**src/mrd_seq_pkg.sv**
```systemverilog
// Sequencing package for the mixed-radix memory with radix codes, limits and FSM states
package mrd_seq_pkg;

	// ------------------------------------------------------------------------
	// Limits
	// ------------------------------------------------------------------------

	// At most three butterfly passes
	localparam int MAX_STAGES = 3;

	// Largest packet is 4*4*4 points
	localparam int MAX_PTS_LOG2 = 6;

	// RAM address
	typedef logic [MAX_PTS_LOG2-1:0] addr_t;

	// Stage index, also used for the stage count
	typedef logic [1:0] stage_t;

	// Radix code of one stage
	typedef logic [1:0] radix_t;

	localparam radix_t RADIX_NONE = 2'd0;
	localparam radix_t RADIX_2    = 2'd1;
	localparam radix_t RADIX_4    = 2'd2;

	// Top level packet FSM
	typedef enum logic [2:0] {
		IDLE        = 3'd0,
		SINK        = 3'd1,
		RD          = 3'd2,
		WAIT_WR_END = 3'd3,
		SOURCE      = 3'd4
	} mem_state_t;

endpackage

```
**src/mrd_stage_addr_gen.sv**
```systemverilog
// Pass address generator walking the blocks and groups of one butterfly pass
`timescale 1ns/1ps

module mrd_stage_addr_gen #(
	parameter int ADDR_W = 6
) (
	input  logic                 clk,
	input  logic                 rst_n,
	input  logic                 start,
	input  mrd_seq_pkg::radix_t  radix,
	input  logic [ADDR_W:0]      span,
	input  logic [ADDR_W:0]      pts,
	output logic                 rd_en,
	output logic [ADDR_W-1:0]    rd_addr,
	output logic                 grp_last,
	output logic                 rd_end
);

	logic            active;
	// Block base, group offset j and current read address
	logic [ADDR_W:0] base;
	logic [ADDR_W:0] offs;
	logic [ADDR_W:0] addr;
	// Distance between the points of one group, L/r
	logic [ADDR_W:0] stride;
	logic [1:0]      step;
	logic [1:0]      step_max;
	logic            grp_done;
	logic            blk_done;
	logic            pass_done;

	assign stride   = (radix == mrd_seq_pkg::RADIX_4) ? (span >> 2) : (span >> 1);
	assign step_max = (radix == mrd_seq_pkg::RADIX_4) ? 2'd3 : 2'd1;

	// Last point of a group, of a block, of the pass
	assign grp_done  = active && (step == step_max);
	assign blk_done  = grp_done && (offs == stride - 1'b1);
	assign pass_done = blk_done && (base + span == pts);

	// ------------------------------------------------------------------------
	// Counters
	// ------------------------------------------------------------------------
	always_ff @(posedge clk)
	begin
		if (!rst_n)
		begin
			active <= 1'b0;
			base   <= '0;
			offs   <= '0;
			addr   <= '0;
			step   <= '0;
		end
		else if (start)
		begin
			active <= 1'b1;
			base   <= '0;
			offs   <= '0;
			addr   <= '0;
			step   <= '0;
		end
		else if (active)
		begin
			if (pass_done)
				active <= 1'b0;
			else if (blk_done)
			begin
				// Next block starts at group 0
				base <= base + span;
				offs <= '0;
				addr <= base + span;
				step <= '0;
			end
			else if (grp_done)
			begin
				// Next group in the same block
				offs <= offs + 1'b1;
				addr <= base + offs + 1'b1;
				step <= '0;
			end
			else
			begin
				addr <= addr + stride;
				step <= step + 1'b1;
			end
		end
	end

	// One read per active cycle
	assign rd_en    = active;
	assign rd_addr  = addr[ADDR_W-1:0];
	assign grp_last = grp_done;
	assign rd_end   = pass_done;

endmodule

```
**config.mk**
```make
export PLATFORM = sky130hd
export DESIGN_NAME = mrd_stage_addr_gen
export DESIGN_NICKNAME = d
export VERILOG_FILES = /design/src/mrd_seq_pkg.sv /design/src/mrd_stage_addr_gen.sv
export SDC_FILE = /design/constraint.sdc
export NUM_CORES = 1
export LEC_CHECK = 0
export BUFFER_PORTS_ARGS = -buffer_cell sky130_fd_sc_hd__buf_2
export CORE_AREA = 4 4 76 78
export DETAILED_ROUTE_END_ITERATION = 12
export DIE_AREA = 0 0 80 82
export GPL_TIMING_DRIVEN = 0
export PLACE_DENSITY_LB_ADDON = 0.08
export SYNTH_ARGS = -nofsm -noshare
export SYNTH_HDL_FRONTEND = slang
export SYNTH_SLANG_ARGS = --single-unit
```
**constraint.sdc**
```tcl
create_clock -name clk -period 10.6 [get_ports clk]
set_input_delay 1.59 -clock clk [delete_from_list [all_inputs] [get_ports clk]]
set_output_delay 1.59 -clock clk [all_outputs]
set_load 0.005 [all_outputs]
```
==> flow_metrics.py <==
metrics = {
    "critical_path": {
        "critical_path.most_common_cell": "buf_2",
        "endpoint_kind": "primary output",
        "start_kind": "input pin",
        "slowest_delay_ns": 0.60,
        "cp_slowest_cell": "or4_1",
        "crit_type": "input pin to primary output",
        "crit_chain": "buf_2, nand2b_1, buf_2, nand2_1, a21boi_0, ha_1, nor3b_1, mux2_2, o211ai_1, o311ai_1, or4_1, nor4_1, buf_2",
        "arrival_ns": 5.22,
        "cp_data_required_time_ns": 9.01,
        "crit_path_max_fanout": 10,
    },
    "drt": {
        "viasPerCell": 5.479,
        "num_vias": 2104,
        "first_pass_iters": 4,
        "route.detailed.wl_per_inst_um": 15.48,
        "drc": 0,
        "initialDrtViolationCount": 120,
        "finalWirelength_mm": 5.946,
        "detail-route-antenna-nets": 0,
    },
    "sta": {
        "fmax_mhz": 146.8,
        "finalHoldViolCount": 0,
        "max_slew_margin": 0.3731,
        "grt_setup_unrepaired": "no",
        "skew_ns": 0.001807,
        "worstMarginPinSlew_ns": 0.9346,
        "whs_ns": 0.4949,
        "setup_viol": 0,
        "tns_ns": 0,
        "drv_slew": 0,
        "period_share": 0.6428,
        "min_period_ns": 6.814,
    },
    "yosys": {
        "synthDistinctLibCells": 62,
        "synth_nets": 322,
        "yosysSeqAreaShare": 0.1997,
        "synth_seq_cells": 23,
        "yosys.area.top_type_share": 0.1997,
        "yosysTopAreaCell": "dfxtp_1",
        "yosys_most_used_dff": "dfxtp_1",
        "avgSynthCellArea_um2": 8.148,
        "ys_warn_count": 0,
        "async_flop_share": 0,
        "synth_area_mm2": 0.002306,
        "netlist_instances": 283,
        "synth_edf_count": 0,
        "synth_area_leaders": "dfxtp_1 (20%), ha_1 (9.2%), xnor2_1 (8.0%)",
    },
    "cts": {
        "cts-root-buf": "clkbuf_8",
        "htree_levels": 1,
        "cts_resized": 0,
        "clockBufferDepth": 2,
        "clk_latency_ns": 0.27,
        "clk_pin_slew_ns": 0.08,
        "cts.sinks": 23,
        "postCtsSetupBuffers": 0,
        "cts_tree": "done",
        "ctsHoldBuffers": 0,
        "cts_made_buffers": 3,
    },
    "run_status": {
        "status": "complete, no violations",
    },
    "placement": {
        "post_dp_cell_area_mm2": 0.002529,
        "place_congestion": 0.9234,
        "numPortBuffers": 27,
        "dp_hpwl_mm": 4.825,
    },
    "global_routing": {
        "grt_pass1_wl_mm": 9.804,
        "grt_pass1_vias": 1934,
        "grt_overflow": 0,
        "grtUsageTotal": 0.1921,
        "antenna_found_initial": 0,
        "grt_max_degree": 13,
    },
    "job": {
        "max_cap_violations": 0,
    },
    "floorplan": {
        "io_pins": 28,
        "fp-row-count": 26,
        "die_area_mm2": 0.006560,
        "die_h_um": 82,
        "die_w_um": 80,
        "start_util": 0.4544,
        "coreArea_mm2": 0.005075,
    },
    "cells_and_area": {
        "diodes": 0,
        "nets": 354,
        "syn_to_final_growth_pct": 11.61,
        "drive_above_1_share": 0.1561,
        "fin_area_mm2": 0.002574,
    },
    "pwr": {
        "power_density_mw_per_mm2": 78.24,
        "vdd_drop_max_mv": 0.05559,
        "total_leakage_power_uw": 0.001181,
    },
    "min_path": {
        "hold_class": "register to register",
    },
}
cell usage after synthesis (all sizes together) (2+ instances only):
master / number
fa: 3
mux2i: 8
a211oi: 7
nand4: 2
xnor2: 21
inv: 14
xor3: 2
or4: 2
dfxtp: 23
a21oi: 18
a221o: 5
nand2: 20
nor4: 2
buf: 8
and2: 4
o211ai: 6
and3: 5
o21bai: 3
clkbuf: 4
mux2: 4
ha: 17
nor2b: 3
nor2: 28
nand3: 9
or2: 3
o22ai: 2
nor3: 3
nand2b: 9
xor2: 10
or3: 3
nand3b: 2
o21ai: 13
cell families after synthesis:
logic type,count (synthesis),share of synthesized area
AO/OA/AOI/OAI,69,0.2143
AND/OR/NAND/NOR,99,0.2225
XOR/XNOR,33,0.1384
buffers and inverters,26,0.04828
flip-flops,23,0.1997
multiplexers,12,0.05426
adder cells (fa/ha/maj),21,0.1226
final cells by class:
type	instances	area (um2)
sequential	23	460.4
tap	70	87.58
multi-input combinational	234	1734
buffer	12	58.81
fill	538	2501
clock buffer	4	45.04
inverter	14	52.55
timing repair buffer	27	135.1
layout by cell type (no fill, tap or decap), types with 7 or more instances in the layout:
cell and n:
nand2_1 20, mux2i_1 8, nand2b_1 9, o21ai_0 12, a21oi_1 17, dfxtp_1 23
inv_1 14, a211oi_1 7, xor2_1 10, xnor2_1 21, ha_1 17, nand3_1 9
nor2_1 28, buf_2 32
registers in the layout (all words and copies together), names as in the netlist:
name   cells
addr       6
base       7
rd_en      1
offs       7
step       2
critical path: cells and delay by family:
family,cells,cell delay (ns)
adder cells (fa/ha/maj),1,0.31
AO/OA/AOI/OAI,3,0.85
AND/OR/NAND/NOR,5,1.56
multiplexers,1,0.39
buffers and inverters,3,0.52
power breakdown:
group	switching, uW	leakage (uW)	internal (uW)
clock	29.9	0.0000228	26.9
sequential	1.53	0.000186	87.7
combinational	31.0	0.000972	24.4
worst paths after layout:
path / start / to / slack [ns] / cells past startpoint
max: radix[0] / rd_end / 3.79 / 13
min: addr[0] / addr[0] / 0.49 / 2
max reg2reg: base[0] / offs[3] / 7.41 / 10
min reg2reg: addr[0] / addr[0] / 0.49 / 2
per-stage QoR:
step / total power [uW] / util / std cells / worst slack, ns
6_report: 201.4 / 0.5072 / 384 / 3.786
5_1_grt: 213.8 / 0.5072 / 384 / 3.458
4_1_cts: 203.7 / 0.5072 / 384 / 3.747
3_5_place_dp: 146.1 / 0.4983 / 380 / 3.755
3_3_place_gp: 145.8 / 0.4983 / 380 / 3.716
2_1_floorplan: 129.8 / - / 283 / 4.559
metal layers:
| layer | share of wire | vias to the layer above | track usage | wire length (um) |
|---|---|---|---|---|
| met5 | 0 | - | 0 | 0 |
| met4 | 0.017 | 0 | 0.05405 | 99 |
| met3 | 0.033 | 9 | 0.01645 | 199 |
| met2 | 0.43 | 43 | 0.3104 | 2579 |
| met1 | 0.52 | 972 | 0.2726 | 3067 |
| li1 | - | 1080 | - | - |
Power figures use the tool's default switching activity.
