===== src/mrd_data_pkg.sv =====
// Data package for the mixed-radix memory with sample widths and component types
package mrd_data_pkg;

	// ------------------------------------------------------------------------
	// Component widths
	// ------------------------------------------------------------------------

	// Input sample component, as driven at the sink
	localparam int IN_W = 16;

	// Stored component
	// 16 bits plus growth of 64 over three radix-4 passes, with headroom
	localparam int ACC_W = 24;

	// ------------------------------------------------------------------------
	// Component types
	// ------------------------------------------------------------------------

	// One signed input component
	typedef logic signed [IN_W-1:0] in_sample_t;

	// One signed stored or output component
	typedef logic signed [ACC_W-1:0] acc_t;

endpackage


===== src/mrd_seq_pkg.sv =====
// Sequencing package for the mixed-radix memory with radix codes, limits and FSM states
package mrd_seq_pkg;

	// ------------------------------------------------------------------------
	// Limits
	// ------------------------------------------------------------------------

	// At most three butterfly passes
	localparam int MAX_STAGES = 3;

	// Largest packet is 4*4*4 points
	localparam int MAX_PTS_LOG2 = 6;

	// RAM address
	typedef logic [MAX_PTS_LOG2-1:0] addr_t;

	// Stage index, also used for the stage count
	typedef logic [1:0] stage_t;

	// Radix code of one stage
	typedef logic [1:0] radix_t;

	localparam radix_t RADIX_NONE = 2'd0;
	localparam radix_t RADIX_2    = 2'd1;
	localparam radix_t RADIX_4    = 2'd2;

	// Top level packet FSM
	typedef enum logic [2:0] {
		IDLE        = 3'd0,
		SINK        = 3'd1,
		RD          = 3'd2,
		WAIT_WR_END = 3'd3,
		SOURCE      = 3'd4
	} mem_state_t;

endpackage


===== src/mrd_butterfly.sv =====
// Radix-2/radix-4 butterfly collecting one group and writing its results back serially
`timescale 1ns/1ps

module mrd_butterfly (
	input  logic                 clk,
	input  logic                 rst_n,
	input  mrd_seq_pkg::radix_t  radix,
	input  logic                 din_valid,
	input  logic                 din_last,
	input  mrd_seq_pkg::addr_t   din_addr,
	input  mrd_data_pkg::acc_t   din_real,
	input  mrd_data_pkg::acc_t   din_imag,
	output logic                 wr_en,
	output mrd_seq_pkg::addr_t   wr_addr,
	output mrd_data_pkg::acc_t   wr_real,
	output mrd_data_pkg::acc_t   wr_imag,
	output logic                 idle
);

	// Collect buffer, newest sample at index 0
	mrd_data_pkg::acc_t col_re [0:2];
	mrd_data_pkg::acc_t col_im [0:2];
	mrd_seq_pkg::addr_t col_addr [0:2];
	logic [1:0]         col_cnt;

	// Kernel inputs a..d in group order
	mrd_data_pkg::acc_t k_re [0:3];
	mrd_data_pkg::acc_t k_im [0:3];
	mrd_seq_pkg::addr_t k_addr [0:3];
	mrd_data_pkg::acc_t x_re [0:3];
	mrd_data_pkg::acc_t x_im [0:3];

	// Output buffer, drained from index 0
	mrd_data_pkg::acc_t out_re [0:3];
	mrd_data_pkg::acc_t out_im [0:3];
	mrd_seq_pkg::addr_t out_addr [0:3];
	logic [2:0]         out_cnt;

	// ------------------------------------------------------------------------
	// Kernel
	// ------------------------------------------------------------------------
	always_comb
	begin
		if (radix == mrd_seq_pkg::RADIX_4)
		begin
			for (int i = 0; i < 3; i++)
			begin
				k_re[i]   = col_re[2-i];
				k_im[i]   = col_im[2-i];
				k_addr[i] = col_addr[2-i];
			end
			k_re[3]   = din_real;
			k_im[3]   = din_imag;
			k_addr[3] = din_addr;
			// X1 and X3 take the -j and +j rotations of b and d
			x_re[0] = k_re[0] + k_re[1] + k_re[2] + k_re[3];
			x_im[0] = k_im[0] + k_im[1] + k_im[2] + k_im[3];
			x_re[1] = k_re[0] + k_im[1] - k_re[2] - k_im[3];
			x_im[1] = k_im[0] - k_re[1] - k_im[2] + k_re[3];
			x_re[2] = k_re[0] - k_re[1] + k_re[2] - k_re[3];
			x_im[2] = k_im[0] - k_im[1] + k_im[2] - k_im[3];
			x_re[3] = k_re[0] - k_im[1] - k_re[2] + k_im[3];
			x_im[3] = k_im[0] + k_re[1] - k_im[2] - k_re[3];
		end
		else
		begin
			k_re[0]   = col_re[0];
			k_im[0]   = col_im[0];
			k_addr[0] = col_addr[0];
			k_re[1]   = din_real;
			k_im[1]   = din_imag;
			k_addr[1] = din_addr;
			// Upper two slots unused
			k_re[2]   = '0;
			k_im[2]   = '0;
			k_addr[2] = '0;
			k_re[3]   = '0;
			k_im[3]   = '0;
			k_addr[3] = '0;
			x_re[0] = k_re[0] + k_re[1];
			x_im[0] = k_im[0] + k_im[1];
			x_re[1] = k_re[0] - k_re[1];
			x_im[1] = k_im[0] - k_im[1];
			x_re[2] = '0;
			x_im[2] = '0;
			x_re[3] = '0;
			x_im[3] = '0;
		end
	end

	// ------------------------------------------------------------------------
	// Buffer payload
	// ------------------------------------------------------------------------
	always_ff @(posedge clk)
	begin
		if (din_valid)
		begin
			for (int i = 2; i > 0; i--)
			begin
				col_re[i]   <= col_re[i-1];
				col_im[i]   <= col_im[i-1];
				col_addr[i] <= col_addr[i-1];
			end
			col_re[0]   <= din_real;
			col_im[0]   <= din_imag;
			col_addr[0] <= din_addr;
		end
		// Load on the last sample, otherwise shift one write out
		if (din_valid && din_last)
		begin
			out_re   <= x_re;
			out_im   <= x_im;
			out_addr <= k_addr;
		end
		else if (out_cnt != 3'd0)
		begin
			for (int i = 0; i < 3; i++)
			begin
				out_re[i]   <= out_re[i+1];
				out_im[i]   <= out_im[i+1];
				out_addr[i] <= out_addr[i+1];
			end
		end
	end

	// Fill levels
	always_ff @(posedge clk)
	begin
		if (!rst_n)
		begin
			col_cnt <= '0;
			out_cnt <= '0;
		end
		else
		begin
			if (din_valid)
				col_cnt <= din_last ? 2'd0 : col_cnt + 1'b1;
			if (din_valid && din_last)
				out_cnt <= (radix == mrd_seq_pkg::RADIX_4) ? 3'd4 : 3'd2;
			else if (out_cnt != 3'd0)
				out_cnt <= out_cnt - 1'b1;
		end
	end

	assign wr_en   = (out_cnt != 3'd0);
	assign wr_addr = out_addr[0];
	assign wr_real = out_re[0];
	assign wr_imag = out_im[0];
	assign idle    = (col_cnt == 2'd0) && (out_cnt == 3'd0);

endmodule


===== config.mk =====
export PLATFORM = sky130hd
export DESIGN_NAME = mrd_butterfly
export DESIGN_NICKNAME = d
export VERILOG_FILES = /design/src/mrd_data_pkg.sv /design/src/mrd_seq_pkg.sv /design/src/mrd_butterfly.sv
export SDC_FILE = /design/constraint.sdc
export NUM_CORES = 2
export LEC_CHECK = 0
export ABC_CLOCK_PERIOD_IN_PS = 7900
export BUFFER_PORTS_ARGS = -buffer_cell sky130_fd_sc_hd__buf_2
export CORE_ASPECT_RATIO = 1.1
export CORE_MARGIN = 3
export CORE_UTILIZATION = 60
export CTS_CLUSTER_SIZE = 8
export DETAILED_ROUTE_END_ITERATION = 10
export GPL_TIMING_DRIVEN = 0
export HOLD_SLACK_MARGIN = 0.12
export MAX_ROUTING_LAYER = met4
export PLACE_DENSITY = 0.77
export SLEW_MARGIN = 20
export SYNTH_ARGS = -nofsm -noshare
export SYNTH_HDL_FRONTEND = slang
export SYNTH_SLANG_ARGS = --single-unit
export TNS_END_PERCENT = 30

===== constraint.sdc =====
create_clock -name clk -period 7.9 [get_ports clk]
set_input_delay 1.58 -clock clk [delete_from_list [all_inputs] [get_ports clk]]
set_output_delay 1.58 -clock clk [all_outputs]
set_load 0.02 [all_outputs]

==> impl_metrics.csv <==
group,metric,value,unit
cells_and_area,finish.instance_area,40500,um^2
sta,rsz0062_at_grt,"no",
sta,fin_skew,0.0361,ns
sta,hold_viol,0,
yosys,synth_xor_xnor_area_share,0.0531,
yosys,ys.flop_type,"edfxtp_1",
yosys,syn_inst,3768,
cts,post_cts_buffers,0,
critical_path,crit_type,"input pin to register",
yosys,ys_warn_count,0,
cts,clk_pin_slew,0.05,ns
global_routing,grt_max_degree,86,
placement,dp_cells,4707,
cts,cts_tree,"done",
yosys,synthSimpleGateAreaFrac,0.103,
floorplan,row_count,94,
floorplan,initial_utilization,0.613,
yosys,synth_top_area_frac,0.306,
critical_path,r2r-start,"col_im[0][2]",
yosys,yosysUniqueCellTypes,90,
cells_and_area,instances_no_fill,4793,
detailed_routing,via_count,29628,
yosys,synthTopCellsByArea,"edfxtp_1, fa_1, ha_1, inv_1, xnor2_1",
yosys,synth_commonest_cells,"inv_1, edfxtp_1, fa_1",
detailed_routing,drcViolationCount,0,
global_routing,grt_pass1_wl,187,mm
detailed_routing,via_per_inst,6.18,
yosys,synth_top_area_cell,"edfxtp_1",
yosys,synth_top_family_by_area,"adder cells",
sta,slew_headroom,0.171,
detailed_routing,drt_first_iter_violations,3362,
placement,gp_congestion,1.05,
sta,setup-tns-final,0,ns
placement,dp_hpwl,99.2,mm
sta,period_share,0.776,
detailed_routing,detail-route-antenna-nets,0,
cts,numCtsBuffers,55,
global_routing,antenna_found_initial,6,
floorplan,pin_count,116,
min_path,hold_start,"col_addr[0][10]",
global_routing,grt_overflow,0,
detailed_routing,wl,127,mm
critical_path,crit_path_start,"din_imag[2]",
cts,clock-sinks,383,
yosys,async_flop_share,0,
yosys,synth_edf_count,378,
cts,hold_buffers,0,
critical_path,cp.required,8.40,ns
power_and_ir_drop,p_per_area,301,nW/um^2
global_routing,gr-usage-all-layers,0.408,
cts,cts-resized-gates,0,
detailed_routing,firstDrtPassIters,6,
detailed_routing,wire_per_inst,26.6,um
placement,portBuffers,115,
yosys,synth_mux_area_frac,0.00243,
run,maxCapViolations,0,
yosys,netlist_area,37100,um^2
yosys,syn_nets,4485,
sta,max_freq,163,MHz
yosys,synth_sequential_area_ratio,0.309,
sta,period_needed,6.13,ns
cells_and_area,nFillCells,4925,
sta,final_max_slew_viol_count,0,
critical_path,cp-start-kind,"input pin",
power_and_ir_drop,finalPower,0.0122,W
global_routing,grt_pass1_vias,29539,
cells_and_area,area_growth,9.13,%
sta,tightest_slew,1.24,ns
run_status,status,"completed",
floorplan,core-area,60500,um^2
sta,setup_viol,0,
cts,cts_max_path_buffers,3,
floorplan,dieHeight,267,um
placement,placed_area,38900,um^2
floorplan,die_area,64800,um^2
cts,root_buffer,"clkbuf_16",
power_and_ir_drop,cellLeakagePower,18.1,nW
critical_path,cp.arrival,6.63,ns
yosys,yosysMostFrequentCell,"inv_1",
yosys,ys_seq_elements,383,
cts,cts_htree_levels,2,
yosys,synth_fa_ha_area_frac,0.297,
yosys,synth_compound_area_frac,0.151,
critical_path,worstPathMaxFanout,6,
cells_and_area,postLayoutCoreUtil,0.669,
min_path,hold_class,"register to register",
cells_and_area,drive_gt1_frac,0.0775,
cts,clk_latency,0.65,ns
power_and_ir_drop,irDropWorstVdd,0.000210,V
floorplan,die_x,243,um
cells_and_area,num-nets-final,4665,
yosys,synth_area_per_cell,9.84,um^2
critical_path,critPathCaptureType,"register",
-- metal layers --
layer / vias to the layer above / part of all wire / global-route usage
li1: 13028 / - / -
met1: 14319 / 0.35 / 0.479
met2: 1767 / 0.46 / 0.638
met3: 514 / 0.10 / 0.0864
met4: 0 / 0.089 / 0.272
met5: - / 0 / -
-- report_power, final --
part / internal (W) / leakage, nW / switching, W
Sequential: 0.00290 / 3.81 / 0.000208
Clock: 0.00127 / 0.739 / 0.000981
Combinational: 0.00263 / 13.6 / 0.00420
-- kinds of logic (layout without fill, tap and decap cells) --
| kind of cell | count (synthesis) | count (layout) |
|---|---|---|
| AOI/OAI and AO/OA | 893 | 893 |
| and+or+nand+nor | 826 | 826 |
| buffers and inverters | 775 | 980 |
| adders and majority gates | 657 | 657 |
| DFF | 383 | 383 |
| xor gates and xnor gates | 225 | 225 |
| muxes | 9 | 9 |
| other | 0 | 4 |
-- cells in the final DEF, fill, tap and decap left out, types with 83 or more instances in the layout --
master,netlist,routed
a21oi_1,245,245
nor2_1,249,248
fa_1,372,372
inv_1,608,608
buf_2,6,124
xnor2_1,142,142
ha_1,285,285
o21ai_1,88,88
o21ai_0,169,169
xor2_1,83,83
nand2_1,268,267
edfxtp_1,378,378
-- cell type report --
type	count	area, um^2	share of cell area
multi-input cells	2610	22500	0.556
flip-flops and latches	383	11500	0.283
inverters	618	2320	0.0573
clock buffers	77	1460	0.0361
well taps	816	1020	0.0252
plain buffers	157	863	0.0213
repair buffers	123	751	0.0186
clock inverters	5	88.8	0.00220
diodes	4	10.0	0.000247
-- stage by stage --
step / setup slack (ns) / hold WS [ns]
after floorplan: 1.41 / 0.426
after global placement: -7.08 / 0.429
after detailed placement: 1.19 / 0.435
after CTS: 1.87 / 0.453
after global routing: 1.61 / 0.457
final: 1.77 / 0.453
-- flip-flops by register name, indices dropped and copies added, names as in the netlist --
| signal | cells |
|---|---|
| wr_imag | 24 |
| out_cnt | 3 |
| col_re | 72 |
| out_im | 72 |
| out_re | 72 |
| col_cnt | 2 |
| out_addr | 18 |
| wr_real | 24 |
| wr_addr | 6 |
| col_addr | 18 |
| col_im | 72 |
-- worst paths after layout --
check | endpoint | slack, ns | cells past startpoint
hold / removal | col_addr[0][16] | 0.45 | 0
setup reg to reg | out_im[47] | 2.39 | 14
hold reg to reg | col_addr[0][16] | 0.45 | 0
setup / recovery | out_im[47] | 1.77 | 15
-- critical path: stages --
cell and delay, ns:
buf_2 0.16, inv_1 0.13, fa_1 0.54, fa_1 0.51, inv_1 0.04, ha_1 0.27, a211oi_1 0.57, o21ai_1 0.22
a31oi_1 0.50, o21ai_1 0.33, o41ai_2 0.68, o21ai_1 0.37, and3_1 0.29, a211o_1 0.29, a21oi_1 0.14
Power figures use the tool's default switching activity.
